[config.mk]
export PLATFORM = sky130hd
export DESIGN_NAME = sm83_regs_top
export DESIGN_NICKNAME = d
export VERILOG_FILES = /design/src/sm83_pkg.sv /design/src/sm83_addr_regs.sv /design/src/sm83_dbg_apb.sv /design/src/sm83_reg_file.sv /design/src/sm83_regs_top.sv
export SDC_FILE = /design/constraint.sdc
export NUM_CORES = 1
export LEC_CHECK = 0
export BUFFER_PORTS_ARGS = -buffer_cell sky130_fd_sc_hd__buf_2
export CORE_MARGIN = 2
export CORE_UTILIZATION = 45
export CTS_CLUSTER_SIZE = 14
export DETAILED_ROUTE_END_ITERATION = 8
export SYNTH_ARGS = -nofsm -noshare
export SYNTH_HDL_FRONTEND = slang
export SYNTH_HIERARCHICAL = 1
export SYNTH_SLANG_ARGS = --single-unit
[constraint.sdc]
create_clock -name clk -period 8.55 [get_ports clk]
set_input_delay 0 -clock clk [delete_from_list [all_inputs] [get_ports clk]]
set_output_delay 0 -clock clk [all_outputs]
set_load 0.01 [all_outputs]
[src/sm83_pkg.sv]
package sm83_pkg;

	localparam int data_w = 8;
	localparam int addr_w = 16;
	localparam int apb_addr_w = 8;
	localparam int apb_data_w = addr_w;	// Widest readable register
	localparam int n_regs = 8;
	localparam int regs_w = n_regs * data_w;

	localparam logic [addr_w-1:0] sp_reset = 16'hfffe;

	// Micro-operations issued in place of the decoder
	typedef enum logic [3:0] {
		op_nop    = 4'd0,
		op_ld_r   = 4'd1,	// reg <= op_data
		op_rd_r   = 4'd2,	// rd_data <= reg
		op_ld_z   = 4'd3,
		op_ld_w   = 4'd4,
		op_ld_sp  = 4'd5,	// SP <= W:Z
		op_jp     = 4'd6,	// PC <= W:Z
		op_inc_pc = 4'd7,
		op_inc_sp = 4'd8,
		op_dec_sp = 4'd9,
		op_rst    = 4'd10	// PC <= IR[5:3] * 8
	} op_e;

	// Byte register select, also the debug window index
	typedef enum logic [2:0] {
		r_b  = 3'd0,
		r_c  = 3'd1,
		r_d  = 3'd2,
		r_e  = 3'd3,
		r_h  = 3'd4,
		r_l  = 3'd5,
		r_a  = 3'd6,
		r_ir = 3'd7
	} reg_e;

	// Debug address map, byte addresses
	localparam logic [apb_addr_w-1:0] dbg_ctrl_addr = 8'h00;	// Bit 0 halt
	localparam logic [apb_addr_w-1:0] dbg_reg_base = 8'h40;	// Plus 4 * reg_e
	localparam logic [apb_addr_w-1:0] dbg_wz_addr = 8'h60;
	localparam logic [apb_addr_w-1:0] dbg_sp_addr = 8'h64;
	localparam logic [apb_addr_w-1:0] dbg_pc_addr = 8'h68;

endpackage

[src/sm83_addr_regs.sv]
`timescale 1ns/1ps

module sm83_addr_regs (
	input  logic                               clk,
	input  logic                               rst_n,
	input  logic                               op_fire,
	input  sm83_pkg::op_e                      op_code,
	input  logic [sm83_pkg::data_w-1:0]        op_data,
	input  logic [sm83_pkg::data_w-1:0]        ir,
	input  logic                               dbg_wr,
	input  logic [sm83_pkg::apb_addr_w-1:0]    dbg_sel,
	input  logic [sm83_pkg::apb_data_w-1:0]    dbg_wdata,
	output logic [sm83_pkg::addr_w-1:0]        wz,
	output logic [sm83_pkg::addr_w-1:0]        sp,
	output logic [sm83_pkg::addr_w-1:0]        pc,
	output logic [sm83_pkg::addr_w-1:0]        addr
);

	import sm83_pkg::*;

	logic [data_w-1:0] z_q;
	logic [data_w-1:0] w_q;
	logic [addr_w-1:0] sp_q;
	logic [addr_w-1:0] pc_q;
	logic              idu_sp;	// IDU works on SP this cycle
	logic              idu_dec;
	logic [addr_w-1:0] idu_in;
	logic [addr_w-1:0] idu_out;
	logic [addr_w-1:0] rst_vec;
	logic              dbg_wz;
	logic              dbg_sp;
	logic              dbg_pc;

	assign idu_sp = op_fire && ((op_code == op_inc_sp) || (op_code == op_dec_sp));
	assign idu_dec = (op_code == op_dec_sp);

	// One shared incrementer/decrementer
	assign idu_in = idu_sp ? sp_q : pc_q;
	assign idu_out = idu_dec ? idu_in - 1'b1 : idu_in + 1'b1;

	// RST n: 0x00, 0x08 ... 0x38
	assign rst_vec = {{(addr_w-6){1'b0}}, ir[5:3], 3'b000};

	assign dbg_wz = dbg_wr && (dbg_sel == dbg_wz_addr);
	assign dbg_sp = dbg_wr && (dbg_sel == dbg_sp_addr);
	assign dbg_pc = dbg_wr && (dbg_sel == dbg_pc_addr);

	always_ff @(posedge clk) begin
		if (!rst_n) begin
			z_q <= '0;
			w_q <= '0;
		end else if (op_fire && (op_code == op_ld_z)) begin
			z_q <= op_data;
		end else if (op_fire && (op_code == op_ld_w)) begin
			w_q <= op_data;
		end else if (dbg_wz) begin
			{w_q, z_q} <= dbg_wdata[addr_w-1:0];
		end
	end

	always_ff @(posedge clk) begin
		if (!rst_n) begin
			sp_q <= sp_reset;
		end else if (op_fire && (op_code == op_ld_sp)) begin
			sp_q <= {w_q, z_q};
		end else if (idu_sp) begin
			sp_q <= idu_out;	// Result returns to its source
		end else if (dbg_sp) begin
			sp_q <= dbg_wdata[addr_w-1:0];
		end
	end

	always_ff @(posedge clk) begin
		if (!rst_n) begin
			pc_q <= '0;
		end else if (op_fire && (op_code == op_jp)) begin
			pc_q <= {w_q, z_q};
		end else if (op_fire && (op_code == op_rst)) begin
			pc_q <= rst_vec;
		end else if (op_fire && (op_code == op_inc_pc)) begin
			pc_q <= idu_out;
		end else if (dbg_pc) begin
			pc_q <= dbg_wdata[addr_w-1:0];
		end
	end

	// Address bus follows the IDU source, so SP shows only during a stack step
	assign addr = idu_in;

	assign wz = {w_q, z_q};
	assign sp = sp_q;
	assign pc = pc_q;

endmodule

[src/sm83_dbg_apb.sv]
`timescale 1ns/1ps

module sm83_dbg_apb (
	input  logic                               clk,
	input  logic                               rst_n,
	input  logic [sm83_pkg::apb_addr_w-1:0]    paddr,
	input  logic                               psel,
	input  logic                               penable,
	input  logic                               pwrite,
	input  logic [sm83_pkg::apb_data_w-1:0]    pwdata,
	input  logic                               op_valid,
	input  logic [sm83_pkg::regs_w-1:0]        regs_flat,
	input  logic [sm83_pkg::addr_w-1:0]        wz,
	input  logic [sm83_pkg::addr_w-1:0]        sp,
	input  logic [sm83_pkg::addr_w-1:0]        pc,
	output logic [sm83_pkg::apb_data_w-1:0]    prdata,
	output logic                               pready,
	output logic                               pslverr,
	output logic                               op_ready,
	output logic                               op_fire,
	output logic                               dbg_wr,
	output logic [sm83_pkg::apb_addr_w-1:0]    dbg_sel,
	output logic [sm83_pkg::apb_data_w-1:0]    dbg_wdata
);

	import sm83_pkg::*;

	logic              halt;
	logic              access;	// APB access phase
	logic              hit_ctrl;
	logic              hit_reg;
	logic              hit_word;	// W:Z, SP or PC
	logic              wr_reg;	// Write aimed at a register
	logic [data_w-1:0] reg_byte;

	assign access = psel && penable;

	assign hit_ctrl = (paddr == dbg_ctrl_addr);
	assign hit_reg = (paddr[7:5] == dbg_reg_base[7:5]) && (paddr[1:0] == 2'b00);
	assign hit_word = (paddr == dbg_wz_addr) || (paddr == dbg_sp_addr) || (paddr == dbg_pc_addr);
	assign wr_reg = access && pwrite && (hit_reg || hit_word);

	always_ff @(posedge clk) begin
		if (!rst_n) begin
			halt <= 1'b0;
		end else if (access && pwrite && hit_ctrl) begin
			halt <= pwdata[0];	// Control write never blocked
		end
	end

	// Halt is the only back-pressure
	assign op_ready = !halt;
	assign op_fire = op_valid && op_ready;

	assign dbg_wr = wr_reg && halt;
	assign dbg_sel = paddr;
	assign dbg_wdata = pwdata;

	assign reg_byte = regs_flat[paddr[4:2]*data_w +: data_w];

	always_comb begin
		prdata = '0;
		if (hit_ctrl) prdata = {{(apb_data_w-1){1'b0}}, halt};
		else if (hit_reg) prdata = {{(apb_data_w-data_w){1'b0}}, reg_byte};
		else if (paddr == dbg_wz_addr) prdata = wz;
		else if (paddr == dbg_sp_addr) prdata = sp;
		else if (paddr == dbg_pc_addr) prdata = pc;
	end

	assign pready = 1'b1;	// No wait states
	assign pslverr = access && (!(hit_ctrl || hit_reg || hit_word) || (wr_reg && !halt));

endmodule

[src/sm83_reg_file.sv]
`timescale 1ns/1ps

module sm83_reg_file (
	input  logic                               clk,
	input  logic                               rst_n,
	input  logic                               op_fire,
	input  sm83_pkg::op_e                      op_code,
	input  sm83_pkg::reg_e                     op_reg,
	input  logic [sm83_pkg::data_w-1:0]        op_data,
	input  logic                               dbg_wr,
	input  logic [sm83_pkg::apb_addr_w-1:0]    dbg_sel,
	input  logic [sm83_pkg::apb_data_w-1:0]    dbg_wdata,
	output logic                               rd_valid,
	output logic [sm83_pkg::data_w-1:0]        rd_data,
	output logic [sm83_pkg::regs_w-1:0]        regs_flat,
	output logic [sm83_pkg::data_w-1:0]        ir
);

	import sm83_pkg::*;

	logic [data_w-1:0] regs [n_regs];	// B C D E H L A IR
	logic              op_ld;
	logic              op_rd;
	logic              dbg_hit;
	logic [2:0]        dbg_idx;

	assign op_ld = op_fire && (op_code == op_ld_r);
	assign op_rd = op_fire && (op_code == op_rd_r);

	// Window 0x40..0x5c, one register per word
	assign dbg_hit = dbg_wr && (dbg_sel[7:5] == dbg_reg_base[7:5]) && (dbg_sel[1:0] == 2'b00);
	assign dbg_idx = dbg_sel[4:2];

	always_ff @(posedge clk) begin
		if (!rst_n) begin
			for (int i = 0; i < n_regs; i++) begin
				regs[i] <= '0;
			end
		end else if (op_ld) begin
			regs[op_reg] <= op_data;
		end else if (dbg_hit) begin
			regs[dbg_idx] <= dbg_wdata[data_w-1:0];	// Only reachable while halted
		end
	end

	// Read result, valid for one cycle
	always_ff @(posedge clk) begin
		if (!rst_n) begin
			rd_valid <= 1'b0;
		end else begin
			rd_valid <= op_rd;
		end
	end

	always_ff @(posedge clk) begin
		if (op_rd) begin
			rd_data <= regs[op_reg];
		end
	end

	// Flattened copy for debug readback
	always_comb begin
		for (int i = 0; i < n_regs; i++) begin
			regs_flat[i*data_w +: data_w] = regs[i];
		end
	end

	assign ir = regs[r_ir];	// Feeds the restart vector

endmodule

[src/sm83_regs_top.sv]
`timescale 1ns/1ps

module sm83_regs_top (
	input  logic                               clk,
	input  logic                               rst_n,
	input  logic                               op_valid,
	output logic                               op_ready,
	input  sm83_pkg::op_e                      op_code,
	input  sm83_pkg::reg_e                     op_reg,
	input  logic [sm83_pkg::data_w-1:0]        op_data,
	output logic                               rd_valid,
	output logic [sm83_pkg::data_w-1:0]        rd_data,
	output logic [sm83_pkg::addr_w-1:0]        addr,
	input  logic [sm83_pkg::apb_addr_w-1:0]    paddr,
	input  logic                               psel,
	input  logic                               penable,
	input  logic                               pwrite,
	input  logic [sm83_pkg::apb_data_w-1:0]    pwdata,
	output logic [sm83_pkg::apb_data_w-1:0]    prdata,
	output logic                               pready,
	output logic                               pslverr
);

	import sm83_pkg::*;

	logic                  op_fire;
	logic                  dbg_wr;
	logic [apb_addr_w-1:0] dbg_sel;
	logic [apb_data_w-1:0] dbg_wdata;
	logic [regs_w-1:0]     regs_flat;
	logic [data_w-1:0]     ir;
	logic [addr_w-1:0]     wz;
	logic [addr_w-1:0]     sp;
	logic [addr_w-1:0]     pc;

	sm83_dbg_apb u_dbg (
		.clk(clk), .rst_n(rst_n), .paddr(paddr), .psel(psel), .penable(penable),
		.pwrite(pwrite), .pwdata(pwdata), .op_valid(op_valid), .regs_flat(regs_flat),
		.wz(wz), .sp(sp), .pc(pc), .prdata(prdata), .pready(pready), .pslverr(pslverr),
		.op_ready(op_ready), .op_fire(op_fire), .dbg_wr(dbg_wr), .dbg_sel(dbg_sel),
		.dbg_wdata(dbg_wdata)
	);

	sm83_reg_file u_reg_file (
		.clk(clk), .rst_n(rst_n), .op_fire(op_fire), .op_code(op_code), .op_reg(op_reg),
		.op_data(op_data), .dbg_wr(dbg_wr), .dbg_sel(dbg_sel), .dbg_wdata(dbg_wdata),
		.rd_valid(rd_valid), .rd_data(rd_data), .regs_flat(regs_flat), .ir(ir)
	);

	sm83_addr_regs u_addr_regs (
		.clk(clk), .rst_n(rst_n), .op_fire(op_fire), .op_code(op_code), .op_data(op_data),
		.ir(ir), .dbg_wr(dbg_wr), .dbg_sel(dbg_sel), .dbg_wdata(dbg_wdata),
		.wz(wz), .sp(sp), .pc(pc), .addr(addr)
	);

endmodule

==> metrics, run 1 <==
Core Region 0.0186 mm^2; largest net degree at the start of global routing 47; PD cells 166 mW/mm^2; placed instance count 1124; unrepaired setup endpoints after global routing no; FP Rows 50; #FFs+latches synth 122; Finished Layout Cells approximately 1.2k; Vias 7505; Worst slew margin 20.7%; first drt pass iteration count 5; die area 0.0199 mm^2; # diodes 0; area of the multi-input gates 0.00465 mm^2; global-route usage over all layers around 27%; syn_nets approximately 940; vias per cell 6.34; status complete, no violations; cell area after synthesis 0.00848 mm^2; clk_lat worst skew 0.42 ns; Chip Height 141 um; Area Overhead vs Synth 13.5%; CTS H-Tree Depth 4; WL final 27500 um; worst slew pin tran 1.18 ns; DRC Markers 0; final net count 999; ys async rst share 0%; Iteration-0 DRC Markers 875; post-cts gate resize count 0; post-layout min period 3.53 ns; highest clock rate 283 MHz; Static Leakage 0.00367 uW; Post-Route Setup TNS 0 ns; peak supply drop 133 uV; Worst EP arrival 3.57 ns; Critical Path Fanout Max 18; commonest non-fill, non-tap cell in the layout nand2_1; CP endpoint kind register; Synth top area share 25.5%; first-pass GRT wire length 41100 um; worst hold path class in -> reg; Reg area approximately 0.0032 mm^2; period utilization 41.3%; Yosys Warn Count 6; share of cells above drive strength 1 21.0%; CTS tree built; max_cap viols 0; Horiz. Die Dim 141 um; syn avg cell area 9.69 um^2; element type at the critical path start register; reg2reg setup slack 5.02 ns; initial antenna violation count 0; synth unique cells 83; Final Util 51.8%; cell accounting for the most synthesized area edfxtp_1; vias in the first global route 6753; Reg clk slew, reported paths ~0.060 ns; clock buffer depth 2; Post-synth EDFFs 72; Layout fillers between 1.5k and 2k; most frequent cells in the layout nand2_1, buf_2, edfxtp_1; # port buffers 87; Seq/Total Area, Yosys 37.3%; TritonCTS Sinks between 100 and 150; Inserted Clock Buffers 17; prevailing post-synth register cell edfxtp_1; Req. time, crit path approximately 8.6 ns; grt ovf 0; top post-synthesis cells by area edfxtp_1, dfxtp_1, mux4_2; Routed Antenna Nets 0; endpoints failing setup 0; Root Driver clkbuf_16; final hold vios 0; IO Count 89; Wirelength per Cell 23.2 um; worst setup path category reg -> reg; Layout Skew 0.0102 ns; post-detail-place hpwl 19000 um; gp weighted congestion 0.883; Post-Synthesis Cells 875; Initial Util roughly 46%; fin. max-slew vios 0
==> sequential cells by signal, indices dropped and copies added, names as in the netlist <==
signal               flops
u_addr_regs/pc          16
u_addr_regs/sp          16
u_addr_regs/w_q          8
u_addr_regs/z_q          8
u_dbg/halt               1
u_reg_file/rd_data       8
u_reg_file/rd_valid      1
u_reg_file/regs         64
==> layout make-up <==
class | instances | share of cell area, %
clock buffer | 17 | 4.42
clock inverter | 15 | 1.50
inverter | 21 | 0.820
multi-input combinational | 639 | 48.3
sequential | 122 | 32.9
tap | 234 | 3.04
timing repair buffer | 135 | 8.98
==> final timing paths <==
| check | start | to | cells past startpoint |
|---|---|---|---|
| worst max-delay path | u_dbg/halt | u_reg_file/regs[7][3] | 5 |
| worst min-delay path | op_code[1] | u_addr_regs/pc[3] | 3 |
| worst max register to register | u_dbg/halt | u_reg_file/regs[7][3] | 5 |
| worst min register to register | u_addr_regs/sp[2] | u_addr_regs/sp[2] | 2 |
==> where the power goes <==
part | leakage, uW | internal, uW | total, uW | switching (uW)
registers | 0.00109 | 648 | 669 | 20.9
clock network | 0.000274 | 405 | 694 | 289
logic | 0.00231 | 96.7 | 237 | 140
total | 0.00367 | 1150 | 1600 | 450
==> per-stage QoR <==
step / worst slack [ns] / hold slack, ns / power (uW) / instance area, um^2
finish: 5.02 / 0.0738 / 1600 / 9620
global placement: 4.97 / 0.272 / 901 / 8780
CTS: 5.03 / 0.0398 / 1600 / 9620
global route: 4.68 / 0.0782 / 1650 / 9620
detailed placement: 4.83 / 0.272 / 902 / 8780
floorplan: 4.87 / 0.128 / 834 / 8480
==> cells in the mapped netlist (3+ instances only) <==
library cell,n
a221o_1,6
mux2i_1,64
a211oi_1,24
a221oi_1,15
clkbuf_1,23
dfxtp_1,50
or3_1,3
mux2_2,9
o221ai_1,4
inv_1,18
xor2_1,4
o21ai_0,38
nand2_1,89
nor2_1,60
o2111ai_1,3
buf_2,18
nand3_1,8
nand2b_1,4
nand4_1,6
ha_1,17
nor3_1,71
nor4_1,5
and3_1,8
xnor2_1,9
o21ai_1,6
mux4_2,29
o211ai_1,8
a21boi_0,3
buf_1,4
a31oi_1,8
edfxtp_1,72
buf_4,39
nand4b_1,3
nor3b_1,5
buf_6,8
a22oi_1,3
nor2b_1,13
o21a_1,5
and2_1,5
nand3b_1,3
a21oi_1,47
o22ai_1,7
==> worst max-delay path, cell delays in order, from the launching register on <==
cell and delay, ns:
dfxtp_1 0.33, nor2b_1 0.29, or3b_4 0.46, o2111ai_4 0.62
mux2_2 0.54, o21ai_0 0.90
==> per-layer routing <==
metal  share of wire [%]  vias to the layer above  global-route usage (%)
li1                    -                     3411                       -
met5                   0                        -                       0
met4                 1.7                        0                    7.47
met1                  45                     3610                    42.5
met3                  12                       34                    7.10
met2                  41                      450                    37.7
==> timing repair <==
item / CTS / global route
buffers inserted: 0 / 0
endpoints found under the hold margin: 31 / 0
hold buffers: 27 / 0
==> logic make-up (layout without fill, tap and decap cells) <==
kind of cell             count (synthesis)  in the layout  synth area share (%)
other                                    1              1                0.0442
multiplexers                           102            102                  16.5
AND/OR/NAND/NOR                        305            305                  18.1
AO/OA/AOI/OAI                          200            200                  16.0
XOR/XNOR                                13             13                  1.34
buffers and inverters                  114            188                  7.94
adder cells (fa/ha/maj)                 18             18                  2.75
flip-flops                             122            122                  37.3
(Power assumes the default switching activity.)
==> run 2: changes to the inputs <==
==> constraint.sdc (replaced) <==
create_clock -name clk -period 3.6 [get_ports clk]
set_input_delay 0 -clock clk [delete_from_list [all_inputs] [get_ports clk]]
set_output_delay 0 -clock clk [all_outputs]
set_load 0.01 [all_outputs]
==> metrics, run 2 (synthesis results as in run 1) <==
status complete, no violations (unchanged); Post-Route Setup TNS 0 ns (unchanged); Critical Path Fanout Max 28 (was 18); peak supply drop 298 uV (was 133 uV); Clk network pwr share 47.3% (was 43.4%); post-cts gate resize count 0 (unchanged); highest clock rate 299 MHz (was 283 MHz); CP endpoint kind register (unchanged); Reg clk slew, reported paths 0.06 ns (about the same); PD cells 413 mW/mm^2 (was 166 mW/mm^2); Routed Antenna Nets 0 (unchanged); Core Region 0.0186 mm^2 (unchanged); Req. time, crit path 3.88 ns (was 8.59 ns); WL final 27200 um (was 27500 um); max FFs per register 64 (unchanged); Worst EP arrival 3.62 ns (was 3.57 ns); DRC Markers 0 (unchanged); initial antenna violation count 0 (unchanged); Root Driver clkbuf_16 (unchanged); max_cap viols 0 (unchanged); CTS H-Tree Depth 4 (unchanged); Vias 7517 (was 7505); switching power of the nets 1030 uW (was 450 uW); # diodes 0 (unchanged); first-pass GRT wire length 42100 um (was 41100 um); final hold vios 0 (unchanged); Inserted Clock Buffers 17 (unchanged); # port buffers 87 (unchanged); CTS tree built (unchanged); commonest non-fill, non-tap cell in the layout nand2_1 (unchanged); share of cells above drive strength 1 23.2% (was 21.0%); Horiz. Die Dim 141 um (unchanged); final worst setup slack 0.260 ns (was 5.02 ns); Initial Util 45.6% (unchanged); worst hold path class in -> reg (unchanged); period utilization 92.8% (was 41.3%); pre-CTS setup slack 0.334 ns (was 4.83 ns); largest net degree at the start of global routing 46 (was 47); Layout Skew 0.00543 ns (was 0.0102 ns); most frequent cells in the layout nand2_1, buf_2, edfxtp_1 (unchanged); die area 0.0199 mm^2 (unchanged); worst slew pin tran 0.765 ns (was 1.18 ns); Max stage delay on crit path 0.38 ns (was 0.90 ns); vias in the first global route 7282 (was 6753); Pwr Total 4100 uW (was 1600 uW); Area Overhead vs Synth 17.2% (was 13.5%); clk_lat worst skew 0.42 ns (about the same); crit-path cells nor2b_1 -> nor2b_1 -> nand3b_1 -> buf_12 -> nand2_1 -> nand2_1 -> ha_1 -> nor2b_1 -> o311a_1 -> nand2b_1 -> a21boi_0 -> xor2_1 -> o221ai_1 (was nor2b_1 -> or3b_4 -> o2111ai_4 -> mux2_2 -> o21ai_0); Reg power frac 38.6% (was 41.8%); Chip Height 141 um (unchanged); Biggest register u_reg_file/regs (unchanged); worst setup path category reg -> reg (unchanged); element type at the critical path start register (unchanged); final net count 1027 (was 999); CP max stage cell a21boi_0 (was o21ai_0); post-layout min period 3.34 ns (was 3.53 ns); Power Internal 3080 uW (was 1150 uW); grt ovf 0 (unchanged); Most Frequent Cell on Critical Path nor2b_1; Final Util 53.5% (was 51.8%); unrepaired setup endpoints after global routing no (unchanged); IO Count 89 (unchanged); global-route usage over all layers 27.5% (about the same); gp weighted congestion 0.880 (was 0.883); vias per cell 6.21 (was 6.34); Iteration-0 DRC Markers 883 (was 875); Wirelength per Cell 22.5 um (was 23.2 um); endpoints failing setup 0 (unchanged); first drt pass iteration count 6 (was 5); Comb pwr share 14.1% (was 14.8%); clock buffer depth 2 (unchanged); Switching Share 25.0% (was 28.1%); fin. max-slew vios 0 (unchanged); Static Leakage 0.00384 uW (was 0.00367 uW); TritonCTS Sinks 122 (unchanged); post-detail-place hpwl 19100 um (was 19000 um); FP Rows 50 (unchanged); Worst slew margin 47.5% (was 20.7%)
run 2: cell type report:
type / count / area (um^2)
clock buffers: 19 / 433
clock inverters: 12 / 223
fillers: 1658 / 8650
inverters: 21 / 78.8
multi-input cells: 639 / 4650
flip-flops and latches: 122 / 3160
well taps: 234 / 293
repair buffers: 163 / 1090
run 2: power by group through the flow:
stage | clock [uW] | combinational [uW] | sequential (uW)
after global placement | 0 | 548 | 1610
after floorplan | 0 | 390 | 1590
after CTS | 1950 | 574 | 1580
after global routing | 2020 | 624 | 1590
final | 1940 | 580 | 1580
after detailed placement | 0 | 549 | 1610
run 2: worst paths after layout:
check / from / endpoint / slack (ns) / depth (start not counted)
hold reg to reg: u_addr_regs/sp[2] / u_addr_regs/sp[2] / 0.51 / 2
setup / recovery: u_dbg/halt / u_addr_regs/sp[8] / 0.26 / 13
setup reg to reg: u_dbg/halt / u_addr_regs/sp[8] / 0.26 / 13
hold / removal: rst_n / u_dbg/halt / 0.02 / 2
run 2: critical path, delay by kind of cell (launching register included):
family                   cells  cell delay, ns
AO/OA/AOI/OAI                3            0.85
buffers and inverters        1            0.21
XOR/XNOR                     1            0.18
AND/OR/NAND/NOR              7            1.27
adder cells (fa/ha/maj)      1            0.35
flip-flops                   1            0.33
run 2: layer usage:
layer  global-route usage [%]  routed length [um]  vias to the layer above
met5                        0                   0                        -
met4                     10.8                 728                        0
met3                     4.11                1760                       47
met2                     44.7               13100                      350
met1                     37.1               11600                     3656
li1                         -                   -                     3464
run 2: repair_timing:
action | CTS | global route
hold endpoints to repair | 32 | 0
setup buffers | 0 | 0
hold buffers | 25 | 0
run 2: metrics by stage:
stage	instance area, um^2	hold slack (ns)	std cells
4_1_cts	9930	0.000773	1210
2_1_floorplan	8480	0.128	875
5_1_grt	9930	0.0229	1210
3_3_place_gp	9030	0.285	1154
6_report	9930	0.0203	1210
3_5_place_dp	9030	0.292	1154
